<file path="config.mk">
export PLATFORM = sky130hd
export DESIGN_NAME = lpif_lsm
export DESIGN_NICKNAME = d
export VERILOG_FILES = /design/src/hdl/lsm_pkg.sv /design/src/hdl/lsm_evt_if.sv /design/src/hdl/lpif_lsm.sv /design/src/hdl/lsm_event_decode.sv /design/src/hdl/lsm_fsm.sv /design/src/hdl/lsm_phy_handshake.sv /design/src/hdl/lsm_wake_sync.sv
export SDC_FILE = /design/constraint.sdc
export NUM_CORES = 1
export LEC_CHECK = 0
export ABC_AREA = 0
export BUFFER_PORTS_ARGS = -buffer_cell sky130_fd_sc_hd__buf_2
export CORE_MARGIN = 4
export CORE_UTILIZATION = 30
export DETAILED_ROUTE_END_ITERATION = 10
export GPL_TIMING_DRIVEN = 0
export HOLD_SLACK_MARGIN = 0.15
export SETUP_SLACK_MARGIN = 0.05
export SYNTH_ARGS = -nofsm -noshare
export SYNTH_HDL_FRONTEND = slang
export SYNTH_HIERARCHICAL = 1
export SYNTH_SLANG_ARGS = --single-unit
</file>
<file path="constraint.sdc">
create_clock -name lclk -period 5.46 [get_ports lclk]
set_input_delay 0.546 -clock lclk [delete_from_list [all_inputs] [get_ports lclk]]
set_output_delay 0.546 -clock lclk [all_outputs]
set_load 0.01 [all_outputs]
</file>
<file path="src/hdl/lsm_pkg.sv">
/*
  Shared types and constants of the LPIF link state machine.
  Request, status and sideband encodings match the LPIF fields.
  RTL and testbench refer to these by scoped name.
*/

package lsm_pkg;

  ////////////////////
  // Widths and codes
  ////////////////////

  localparam int LNK_CFG_W = 3;
  localparam int SPEED_W = 3;

  localparam logic [LNK_CFG_W-1:0] LNK_CFG_X1 = 3'd0;
  localparam logic [LNK_CFG_W-1:0] LNK_CFG_X16 = 3'd5;

  localparam logic [SPEED_W-1:0] SPEED_GEN1 = 3'd0;
  localparam logic [SPEED_W-1:0] SPEED_GEN5 = 3'd4;

  // Flops in the wake request synchronizer
  localparam int WAKE_SYNC_STAGES = 2;

  ////////////////////
  // Encodings
  ////////////////////

  // Local state request on lp_state_req
  typedef enum logic [3:0] {
    REQ_NOP        = 4'h0,
    REQ_ACTIVE     = 4'h1,
    REQ_IDLE_L1    = 4'h4,
    REQ_LINK_RESET = 4'h9,
    REQ_RETRAIN    = 4'hB
  } state_req_e;

  // Reported status on pl_state_sts
  typedef enum logic [3:0] {
    STS_RESET      = 4'h0,
    STS_ACTIVE     = 4'h1,
    STS_IDLE_L1    = 4'h4,
    STS_LINK_RESET = 4'h9,
    STS_LINK_ERROR = 4'hA,
    STS_RETRAIN    = 4'hB
  } state_sts_e;

  // Sideband messages, both directions
  typedef enum logic [3:0] {
    SB_NULL           = 4'h0,
    SB_L1_REQ         = 4'h1,
    SB_L1_STS         = 4'h2,
    SB_ACTIVE_REQ     = 4'h3,
    SB_ACTIVE_STS     = 4'h4,
    SB_LINK_ERROR     = 4'h5,
    SB_LINK_RESET_REQ = 4'h8,
    SB_LINK_RESET_STS = 4'h9,
    SB_RETRAIN_STS    = 4'hB
  } sb_msg_e;

  typedef enum logic [4:0] {
    LSM_RESET           = 5'h00,
    LSM_RESET_ACK       = 5'h01,
    LSM_RESET_UP        = 5'h02,
    LSM_ACTIVE_ENTER    = 5'h03,
    LSM_ACTIVE_REQ      = 5'h04,
    LSM_ACTIVE          = 5'h05,
    LSM_ACTIVE_STALL    = 5'h06,
    LSM_IDLE_L1         = 5'h07,
    LSM_LINK_RESET_WAIT = 5'h08,
    LSM_LINK_RESET      = 5'h09,
    LSM_LINK_ERROR      = 5'h0A,
    LSM_RETRAIN_A       = 5'h0B,
    LSM_RETRAIN_B       = 5'h0C,
    LSM_RETRAIN_C       = 5'h0D,
    LSM_RETRAIN         = 5'h0E,
    LSM_SB_ACK          = 5'h0F
  } lsm_state_e;

endpackage

</file>
<file path="src/hdl/lsm_evt_if.sv">
/*
  Event bundle between the event decoder and the link FSM.
  The decoder side carries the registered request and sideband events,
  the FSM side returns the change clear and its downstream message.
*/

`timescale 1ns/1ps

interface lsm_evt_if;

  lsm_pkg::state_req_e state_req;
  logic                req_change;
  logic                sb_ack;
  logic                sb_active_req;
  logic                req_change_clr;
  lsm_pkg::sb_msg_e    dstrm;

  modport decoder (
    output state_req, req_change, sb_ack, sb_active_req,
    input  req_change_clr, dstrm
  );

  modport fsm (
    input  state_req, req_change, sb_ack, sb_active_req,
    output req_change_clr, dstrm
  );

endinterface

</file>
<file path="src/hdl/lpif_lsm.sv">
/*
  Top level of the LPIF adapter link state machine.
  Ties the event decoder, the link FSM, the clock-gate exit and stall
  handshakes and the wake synchronizer to the plain LPIF ports.
*/

`timescale 1ns/1ps

module lpif_lsm
(
  input  logic                          lclk,
  input  logic                          rst_n,
  input  logic [3:0]                    lp_state_req,
  input  logic [3:0]                    ustrm_state,
  input  logic                          ctl_link_up,
  input  logic                          ctl_phy_err,
  input  logic                          lp_exit_cg_ack,
  input  logic                          lp_stallack,
  input  logic                          lp_wake_req,
  output logic [3:0]                    pl_state_sts,
  output logic                          lsm_state_active,
  output logic                          pl_exit_cg_req,
  output logic                          pl_stallreq,
  output logic                          pl_wake_ack,
  output logic                          pl_phyinl1,
  output logic                          pl_phyinrecenter,
  output logic                          pl_lnk_up,
  output logic [3:0]                    lsm_dstrm_state,
  output logic [lsm_pkg::LNK_CFG_W-1:0] lsm_lnk_cfg,
  output logic [lsm_pkg::SPEED_W-1:0]   lsm_speedmode
);

  logic cg_start;
  logic stall_start;

  lsm_evt_if evt ();

  assign lsm_dstrm_state = evt.dstrm;

  lsm_event_decode event_decode_inst
  (
    .lclk         (lclk),
    .rst_n        (rst_n),
    .lp_state_req (lsm_pkg::state_req_e'(lp_state_req)),
    .ustrm_state  (lsm_pkg::sb_msg_e'(ustrm_state)),
    .evt          (evt)
  );

  lsm_fsm fsm_inst
  (
    .lclk          (lclk),
    .rst_n         (rst_n),
    .evt           (evt),
    .ctl_link_up   (ctl_link_up),
    .ctl_phy_err   (ctl_phy_err),
    .cg_req        (pl_exit_cg_req),
    .cg_ack        (lp_exit_cg_ack),
    .stall_req     (pl_stallreq),
    .stall_ack     (lp_stallack),
    .cg_start      (cg_start),
    .stall_start   (stall_start),
    .state_sts     (pl_state_sts),
    .state_active  (lsm_state_active),
    .phyinl1       (pl_phyinl1),
    .phyinrecenter (pl_phyinrecenter),
    .lnk_up        (pl_lnk_up),
    .lnk_cfg       (lsm_lnk_cfg),
    .speedmode     (lsm_speedmode)
  );

  // Clock-gate exit toward the phy
  lsm_phy_handshake cg_hs
  (
    .lclk  (lclk),
    .rst_n (rst_n),
    .start (cg_start),
    .ack   (lp_exit_cg_ack),
    .req   (pl_exit_cg_req)
  );

  // Stall on every exit from active
  lsm_phy_handshake stall_hs
  (
    .lclk  (lclk),
    .rst_n (rst_n),
    .start (stall_start),
    .ack   (lp_stallack),
    .req   (pl_stallreq)
  );

  lsm_wake_sync wake_sync_inst
  (
    .lclk     (lclk),
    .rst_n    (rst_n),
    .wake_req (lp_wake_req),
    .wake_ack (pl_wake_ack)
  );

endmodule

</file>
<file path="src/hdl/lsm_event_decode.sv">
/*
  Event decoder in front of the link FSM.
  Registers the local state request and flags each new non-nop request
  until the FSM clears it. Also decodes the upstream sideband message
  against the request the FSM sends downstream.
*/

`timescale 1ns/1ps

module lsm_event_decode
(
  input  logic                lclk,
  input  logic                rst_n,
  input  lsm_pkg::state_req_e lp_state_req,
  input  lsm_pkg::sb_msg_e    ustrm_state,
  lsm_evt_if.decoder          evt
);

  logic req_new;
  logic ack_d;

  // evt.state_req holds the request of one cycle earlier
  assign req_new = (lp_state_req != evt.state_req) &&
                   (lp_state_req != lsm_pkg::REQ_NOP);

  // Partner status that answers our pending request
  always_comb
  begin
    case (evt.dstrm)
      lsm_pkg::SB_L1_REQ:
        ack_d = (ustrm_state == lsm_pkg::SB_L1_STS);
      lsm_pkg::SB_ACTIVE_REQ:
        ack_d = (ustrm_state == lsm_pkg::SB_ACTIVE_STS);
      lsm_pkg::SB_LINK_RESET_REQ:
        ack_d = (ustrm_state == lsm_pkg::SB_LINK_RESET_STS);
      default:
        ack_d = 1'b0;
    endcase
  end

  always_ff @(posedge lclk or negedge rst_n)
  begin
    if (!rst_n)
    begin
      evt.state_req     <= lsm_pkg::REQ_NOP;
      evt.req_change    <= 1'b0;
      evt.sb_ack        <= 1'b0;
      evt.sb_active_req <= 1'b0;
    end
    else
    begin
      evt.state_req     <= lp_state_req;
      // Sticky until taken; a request arriving with the clear survives
      evt.req_change    <= (evt.req_change && !evt.req_change_clr) || req_new;
      evt.sb_ack        <= ack_d;
      evt.sb_active_req <= (ustrm_state == lsm_pkg::SB_ACTIVE_REQ);
    end
  end

  // FSM only takes a request that is actually pending
  clr_needs_change: assert property (@(posedge lclk) disable iff (!rst_n)
    evt.req_change_clr |-> evt.req_change);

endmodule

</file>
<file path="src/hdl/lsm_fsm.sv">
/*
  LPIF link state machine with registered status outputs.
  Brings the link up through one retrain, handles local L1 entry and
  exit, local link reset and the sticky physical error. Partner
  agreement goes through the sideband, phy handshakes through the
  cg and stall controllers.
*/

`timescale 1ns/1ps

module lsm_fsm
(
  input  logic                          lclk,
  input  logic                          rst_n,
  lsm_evt_if.fsm                        evt,
  input  logic                          ctl_link_up,
  input  logic                          ctl_phy_err,
  input  logic                          cg_req,
  input  logic                          cg_ack,
  input  logic                          stall_req,
  input  logic                          stall_ack,
  output logic                          cg_start,
  output logic                          stall_start,
  output lsm_pkg::state_sts_e           state_sts,
  output logic                          state_active,
  output logic                          phyinl1,
  output logic                          phyinrecenter,
  output logic                          lnk_up,
  output logic [lsm_pkg::LNK_CFG_W-1:0] lnk_cfg,
  output logic [lsm_pkg::SPEED_W-1:0]   speedmode
);

  lsm_pkg::lsm_state_e          state_q;
  lsm_pkg::lsm_state_e          state_d;
  lsm_pkg::lsm_state_e          ret_q;
  lsm_pkg::lsm_state_e          ret_d;
  lsm_pkg::state_sts_e          sts_d;
  lsm_pkg::sb_msg_e             dstrm_d;
  logic                         coldstart_q;
  logic                         coldstart_d;
  logic                         exit_lp_q;
  logic                         exit_lp_d;
  logic                         lnk_up_d;
  logic                         phyinl1_d;
  logic                         recenter_d;
  logic [lsm_pkg::LNK_CFG_W-1:0] cfg_d;
  logic [lsm_pkg::SPEED_W-1:0]   speed_d;
  logic                         req_active;
  logic                         req_idle_l1;
  logic                         req_link_reset;
  logic                         req_retrain;
  logic                         exit_active;

  assign req_active     = (evt.state_req == lsm_pkg::REQ_ACTIVE);
  assign req_idle_l1    = (evt.state_req == lsm_pkg::REQ_IDLE_L1);
  assign req_link_reset = (evt.state_req == lsm_pkg::REQ_LINK_RESET);
  assign req_retrain    = (evt.state_req == lsm_pkg::REQ_RETRAIN);

  // Cold start always leaves active once for the first retrain
  assign exit_active = coldstart_q || (evt.req_change && (req_idle_l1 || req_link_reset));

  assign state_active = (state_sts == lsm_pkg::STS_ACTIVE);

  ////////////////////
  // Next state
  ////////////////////

  always_comb
  begin
    state_d            = state_q;
    ret_d              = ret_q;
    sts_d              = state_sts;
    dstrm_d            = evt.dstrm;
    lnk_up_d           = lnk_up;
    cfg_d              = lnk_cfg;
    speed_d            = speedmode;
    coldstart_d        = coldstart_q;
    exit_lp_d          = exit_lp_q;
    phyinl1_d          = 1'b0;
    recenter_d         = 1'b0;
    cg_start           = 1'b0;
    stall_start        = 1'b0;
    evt.req_change_clr = 1'b0;
    // Physical error wins over everything and never clears
    if (ctl_phy_err)
    begin
      sts_d   = lsm_pkg::STS_LINK_ERROR;
      state_d = lsm_pkg::LSM_LINK_ERROR;
      // Error message goes out one edge after the status
      if (state_q == lsm_pkg::LSM_LINK_ERROR)
        dstrm_d = lsm_pkg::SB_LINK_ERROR;
    end
    else
    begin
      case (state_q)
        lsm_pkg::LSM_RESET:
        begin
          sts_d = lsm_pkg::STS_RESET;
          if (ctl_link_up)
            state_d = evt.sb_active_req ? lsm_pkg::LSM_RESET_ACK : lsm_pkg::LSM_RESET_UP;
        end
        lsm_pkg::LSM_RESET_ACK:
        begin
          // Answer the partner, then wait for it to let go
          dstrm_d = lsm_pkg::SB_ACTIVE_STS;
          if (!evt.sb_active_req)
            state_d = lsm_pkg::LSM_RESET_UP;
        end
        lsm_pkg::LSM_RESET_UP:
        begin
          lnk_up_d = 1'b1;
          dstrm_d  = lsm_pkg::SB_NULL;
          if (coldstart_q || evt.sb_active_req)
          begin
            cg_start = 1'b1;
            state_d  = lsm_pkg::LSM_ACTIVE_ENTER;
          end
          else if (evt.req_change && req_active)
          begin
            evt.req_change_clr = 1'b1;
            state_d            = lsm_pkg::LSM_ACTIVE_REQ;
          end
        end
        lsm_pkg::LSM_ACTIVE_REQ:
        begin
          dstrm_d = lsm_pkg::SB_ACTIVE_REQ;
          ret_d   = lsm_pkg::LSM_ACTIVE_ENTER;
          state_d = lsm_pkg::LSM_SB_ACK;
        end
        lsm_pkg::LSM_ACTIVE_ENTER:
        begin
          if (cg_req && cg_ack)
          begin
            sts_d   = lsm_pkg::STS_ACTIVE;
            dstrm_d = lsm_pkg::SB_ACTIVE_STS;
            state_d = lsm_pkg::LSM_ACTIVE;
          end
        end
        lsm_pkg::LSM_ACTIVE:
        begin
          if (exit_active && !stall_req && !stall_ack)
          begin
            evt.req_change_clr = evt.req_change;
            stall_start        = 1'b1;
            state_d            = lsm_pkg::LSM_ACTIVE_STALL;
          end
        end
        lsm_pkg::LSM_ACTIVE_STALL:
        begin
          if (stall_req && stall_ack)
          begin
            if (coldstart_q)
            begin
              sts_d   = lsm_pkg::STS_RETRAIN;
              dstrm_d = lsm_pkg::SB_RETRAIN_STS;
              state_d = lsm_pkg::LSM_RETRAIN_A;
            end
            else if (req_idle_l1)
            begin
              dstrm_d = lsm_pkg::SB_L1_REQ;
              ret_d   = lsm_pkg::LSM_IDLE_L1;
              state_d = lsm_pkg::LSM_SB_ACK;
            end
            else if (req_link_reset)
            begin
              dstrm_d = lsm_pkg::SB_LINK_RESET_REQ;
              ret_d   = lsm_pkg::LSM_LINK_RESET_WAIT;
              state_d = lsm_pkg::LSM_SB_ACK;
            end
            else
              state_d = lsm_pkg::LSM_ACTIVE;
          end
        end
        lsm_pkg::LSM_IDLE_L1:
        begin
          sts_d     = lsm_pkg::STS_IDLE_L1;
          dstrm_d   = lsm_pkg::SB_L1_STS;
          phyinl1_d = 1'b1;
          if (evt.req_change && (req_active || req_retrain))
          begin
            // Wake up goes through a retrain
            evt.req_change_clr = 1'b1;
            exit_lp_d          = 1'b1;
            dstrm_d            = lsm_pkg::SB_ACTIVE_REQ;
            ret_d              = lsm_pkg::LSM_RETRAIN_A;
            state_d            = lsm_pkg::LSM_SB_ACK;
          end
          else if (evt.req_change && req_link_reset)
          begin
            evt.req_change_clr = 1'b1;
            dstrm_d            = lsm_pkg::SB_LINK_RESET_REQ;
            ret_d              = lsm_pkg::LSM_LINK_RESET_WAIT;
            state_d            = lsm_pkg::LSM_SB_ACK;
          end
        end
        lsm_pkg::LSM_LINK_RESET_WAIT:
        begin
          if (evt.sb_ack)
          begin
            sts_d    = lsm_pkg::STS_LINK_RESET;
            lnk_up_d = 1'b0;
            state_d  = lsm_pkg::LSM_LINK_RESET;
          end
        end
        lsm_pkg::LSM_LINK_RESET:
        begin
          dstrm_d = lsm_pkg::SB_LINK_RESET_STS;
          if (evt.sb_active_req)
            state_d = lsm_pkg::LSM_RESET;
          else if (evt.req_change && req_active)
          begin
            evt.req_change_clr = 1'b1;
            dstrm_d            = lsm_pkg::SB_ACTIVE_REQ;
            ret_d              = lsm_pkg::LSM_RESET;
            state_d            = lsm_pkg::LSM_SB_ACK;
          end
        end
        lsm_pkg::LSM_LINK_ERROR:
          dstrm_d = lsm_pkg::SB_LINK_ERROR;
        lsm_pkg::LSM_RETRAIN_A:
        begin
          dstrm_d = lsm_pkg::SB_RETRAIN_STS;
          state_d = lsm_pkg::LSM_RETRAIN_B;
        end
        lsm_pkg::LSM_RETRAIN_B:
          state_d = lsm_pkg::LSM_RETRAIN_C;
        lsm_pkg::LSM_RETRAIN_C:
        begin
          // Previous clock-gate exchange must be fully closed
          if ((coldstart_q || exit_lp_q) && !cg_req && !cg_ack)
          begin
            sts_d   = lsm_pkg::STS_RETRAIN;
            state_d = lsm_pkg::LSM_RETRAIN;
          end
        end
        lsm_pkg::LSM_RETRAIN:
        begin
          cfg_d      = lsm_pkg::LNK_CFG_X16;
          speed_d    = lsm_pkg::SPEED_GEN5;
          recenter_d = 1'b1;
          dstrm_d    = lsm_pkg::SB_RETRAIN_STS;
          if (coldstart_q || exit_lp_q || (evt.req_change && req_active))
          begin
            evt.req_change_clr = evt.req_change;
            coldstart_d        = 1'b0;
            exit_lp_d          = 1'b0;
            cg_start           = 1'b1;
            state_d            = lsm_pkg::LSM_ACTIVE_ENTER;
          end
        end
        lsm_pkg::LSM_SB_ACK:
        begin
          if (evt.sb_ack)
          begin
            cg_start = (ret_q == lsm_pkg::LSM_ACTIVE_ENTER);
            state_d  = ret_q;
          end
        end
        default:
          state_d = lsm_pkg::LSM_RESET;
      endcase
    end
  end

  ////////////////////
  // State and outputs
  ////////////////////

  always_ff @(posedge lclk or negedge rst_n)
  begin
    if (!rst_n)
    begin
      state_q       <= lsm_pkg::LSM_RESET;
      ret_q         <= lsm_pkg::LSM_RESET;
      coldstart_q   <= 1'b1;
      exit_lp_q     <= 1'b0;
      state_sts     <= lsm_pkg::STS_RESET;
      evt.dstrm     <= lsm_pkg::SB_NULL;
      lnk_up        <= 1'b0;
      phyinl1       <= 1'b0;
      phyinrecenter <= 1'b0;
      lnk_cfg       <= lsm_pkg::LNK_CFG_X1;
      speedmode     <= lsm_pkg::SPEED_GEN1;
    end
    else
    begin
      state_q       <= state_d;
      ret_q         <= ret_d;
      coldstart_q   <= coldstart_d;
      exit_lp_q     <= exit_lp_d;
      state_sts     <= sts_d;
      evt.dstrm     <= dstrm_d;
      lnk_up        <= lnk_up_d;
      phyinl1       <= phyinl1_d;
      phyinrecenter <= recenter_d;
      lnk_cfg       <= cfg_d;
      speedmode     <= speed_d;
    end
  end

  sts_legal: assert property (@(posedge lclk) disable iff (!rst_n)
    state_sts inside {lsm_pkg::STS_RESET, lsm_pkg::STS_ACTIVE, lsm_pkg::STS_IDLE_L1,
                      lsm_pkg::STS_LINK_RESET, lsm_pkg::STS_LINK_ERROR,
                      lsm_pkg::STS_RETRAIN});

  l1_only_in_idle: assert property (@(posedge lclk) disable iff (!rst_n)
    phyinl1 |-> (state_sts == lsm_pkg::STS_IDLE_L1));

endmodule

</file>
<file path="src/hdl/lsm_phy_handshake.sv">
/*
  Request/acknowledge controller toward the physical layer.
  A start pulse raises req on the next edge; req drops the cycle
  after the registered ack is seen. Used for clock-gate exit and stall.
*/

`timescale 1ns/1ps

module lsm_phy_handshake
(
  input  logic lclk,
  input  logic rst_n,
  input  logic start,
  input  logic ack,
  output logic req
);

  logic ack_q;

  always_ff @(posedge lclk or negedge rst_n)
  begin
    if (!rst_n)
    begin
      req   <= 1'b0;
      ack_q <= 1'b0;
    end
    else
    begin
      ack_q <= ack;
      if (start)
        req <= 1'b1;
      else if (ack_q)
        req <= 1'b0;
    end
  end

  // Next start only once the previous exchange is over
  start_when_idle: assert property (@(posedge lclk) disable iff (!rst_n)
    start |-> !req);

endmodule

</file>
<file path="src/hdl/lsm_wake_sync.sv">
/*
  Wake request synchronizer and acknowledge.
  The request passes a reset-to-0 flop chain, then a registered ack
  follows it up and down.
*/

`timescale 1ns/1ps

module lsm_wake_sync
(
  input  logic lclk,
  input  logic rst_n,
  input  logic wake_req,
  output logic wake_ack
);

  logic [lsm_pkg::WAKE_SYNC_STAGES-1:0] sync_q;

  always_ff @(posedge lclk or negedge rst_n)
  begin
    if (!rst_n)
    begin
      sync_q   <= '0;
      wake_ack <= 1'b0;
    end
    else
    begin
      sync_q[0] <= wake_req;
      for (int i = 1; i < lsm_pkg::WAKE_SYNC_STAGES; i++)
        sync_q[i] <= sync_q[i-1];
      wake_ack <= sync_q[lsm_pkg::WAKE_SYNC_STAGES-1];
    end
  end

endmodule

</file>
==> impl_metrics.ini <==
[cts]
clk_pin_slew_ns = 0.07
cts.root.buffer_cell = clkbuf_8
clkSinkCount = 35
cts_buffers = 5
postCtsSetupBuffers = 0
clk_latency_ns = 0.29
clockBufferDepth = 2
cts_tree = done
cts.repair.resized = 0
cts_max_level = 2
hold_buffers = 0

[place]
gp_congestion = 0.9026
dp_slack_ns = 3.174
dp_hpwl_mm = 5.154
io_buffers = 31

[global_route]
first_global_vias = 2220
grt_pass1_wl_mm = 11.52
antenna_found_initial = 0
grt_max_degree = 36
grt_overflow = 0
grt_use_total = 0.1480

[route]
drt-vias-per-instance = 5.669
wire_per_inst_um = 16.98
vias = 2313
dr.pass1.iters = 5
drc_errors = 0
wirelength_mm = 6.928
ant_nets = 0
drtIter0Drc = 230

[status]
status = finished clean

[setup_path]
timing.rr.start = fsm_inst/state_q[2]
end_kind = flop
rr_endpoint = fsm_inst/state_q[1]
cp_max_fo = 8
cp-startpoint = fsm_inst/state_q[2]
crit_arrival_ns = 2.55
crit_required_ns = 5.63
worstSetupPathType = flop to flop
reg2reg_slack_ns = 3.08
setup.worst_path.start_class = flop
reg2regPathDepth = 5

[logic_synthesis]
synth.top_cell.area_share = 0.3532
yosys_warnings = 6
ys_ff_latch = 35
synth.avg_cell_area_um2 = 9.089
synthesis.area_um2 = 2409
synth_cells = 265
yosys.area.top_type = dfrtp_1
synthDistinctLibCells = 69
synth_edf_count = 0
synth_ff_type = dfrtp_1
ys_top_cells_by_area = dfrtp_1 (35%), nor2_1 (3.4%), a21oi_1 (3.3%)
synthArstFlopShare = 1.000
yosysSeqAreaShare = 0.3642

[sta]
clock.fmax_mhz = 419.8
tightest_slew_ns = 0.7554
setup_viol = 0
finalHoldViolations = 0
slew_headroom = 0.4964
fin_setup_tns_ns = 0
min_period_ns = 2.382
whs_ns = 0.3262
rsz0062_at_grt = false
fin_crit_sh = 0.4362
worst_slack_ns = 3.078
slew_viol_final = 0
clock_skew_ns = 0.008508

[floorplan]
start_util = 0.3101
die-area_um2 = 9526
die_h_um = 97.60
num_io_pins = 36
placementRows = 32
chipWidth_um = 97.60
core_um2 = 7767

[flow_run]
cap_violations = 0

[layout]
diodes = 0
layout_commonest_cell = buf_2
drive_gt1_frac = 0.2418
area_growth_pct = 16.00
layout_common_cells = buf_2 (37), dfrtp_1 (34), nor2_1 (22)
fin_nets = 320

[power]
cellLeakagePower_uw = 0.001187
vdd_drop_max_uv = 140.3
powerDensity_nw_per_um2 = 400.0

[worst_hold_path]
min_path_type = primary input to asynchronous set/reset pin
[critical path, stage by stage (launching register included)]
cell and delay [ns]:
dfrtp_1 0.49, nand2b_1 0.31, or4_1 0.50, a31oi_1 0.39, nand4bb_4 0.26, mux2_4 0.31
[metal layers]
layer / track usage / vias to the layer above / wire (um)
met5: 0 / - / 0
met4: 0.04686 / 0 / 107
met3: 0.03015 / 16 / 556
met2: 0.2314 / 122 / 3074
met1: 0.2046 / 1106 / 3189
li1: - / 1069 / -
[state kept, by name, summed over array words and instances (netlist names), 2 cells and up]
name and count:
wake_sync_inst/sync_q 2, fsm_inst/state_sts 4, fsm_inst/evt.dstrm 4, fsm_inst/ret_q 3
event_decode_inst/evt.state_req 4, fsm_inst/state_q 4
[worst max-delay path by stage]
stage,to,cells after the start
after floorplan,fsm_inst/state_q[1],5
after global placement,fsm_inst/state_q[3],6
after detailed placement,fsm_inst/state_q[1],5
after CTS,fsm_inst/state_q[1],5
after global routing,fsm_inst/state_q[1],6
final,fsm_inst/state_q[1],5
[where the power goes]
group	internal, uW	switching (uW)	leakage (uW)
Clock	103	93.9	0.0000484
Combinational	238	324	0.000715
Sequential	310	48.9	0.000424
Total	651	466	0.00119
[logic make-up (layout without fill, tap and decap cells)]
group / count (synthesis) / in the layout / synth area share
xor+xnor: 5 / 5 / 0.01818
other cells: 1 / 3 / 0.001557
mux: 11 / 11 / 0.05247
flops: 35 / 35 / 0.3642
simple gates: 106 / 106 / 0.2774
buf+inv: 30 / 69 / 0.06285
compound gates: 77 / 77 / 0.2234
[metrics by stage]
stage,cells,area [um^2],util,power (uW)
final,408,2794,0.3597,1118
after global routing,408,2794,0.3597,1191
after CTS,408,2794,0.3597,1117
after detailed placement,400,2699,0.3475,911.7
after global placement,400,2699,0.3475,909.2
after floorplan,267,2416,-,757.5
[cells in the mapped netlist (2+ instances only)]
cell type,n
a211oi_1,5
a21o_1,6
a21oi_1,16
a22o_1,2
a311oi_1,2
a31oi_1,4
and2_1,2
and4bb_2,2
buf_2,6
buf_4,8
clkbuf_1,6
dfrtp_1,34
inv_1,7
mux2_2,5
mux2_4,2
mux2i_1,4
nand2_1,20
nand2b_1,5
nand3_1,7
nand3b_1,3
nand4b_1,3
nor2_1,22
nor2b_1,10
nor3_1,7
nor3b_1,2
nor4_1,2
nor4b_1,3
nor4bb_1,2
o211ai_1,5
o21ai_0,15
o311a_1,2
o311ai_0,2
o31ai_1,2
o41ai_1,2
or4_1,2
xor2_1,5
[layout make-up]
cell class                 count  area (um^2)
sequential                    35        877.1
multi-input combinational    202         1388
fill                         815         4974
buffer                        22        121.4
timing repair buffer          31        155.1
clock inverter                 1        8.758
inverter                       8        30.03
tap                          102        127.6
clock buffer                   7        86.33
No activity file was read; power rests on OpenSTA's default activity.
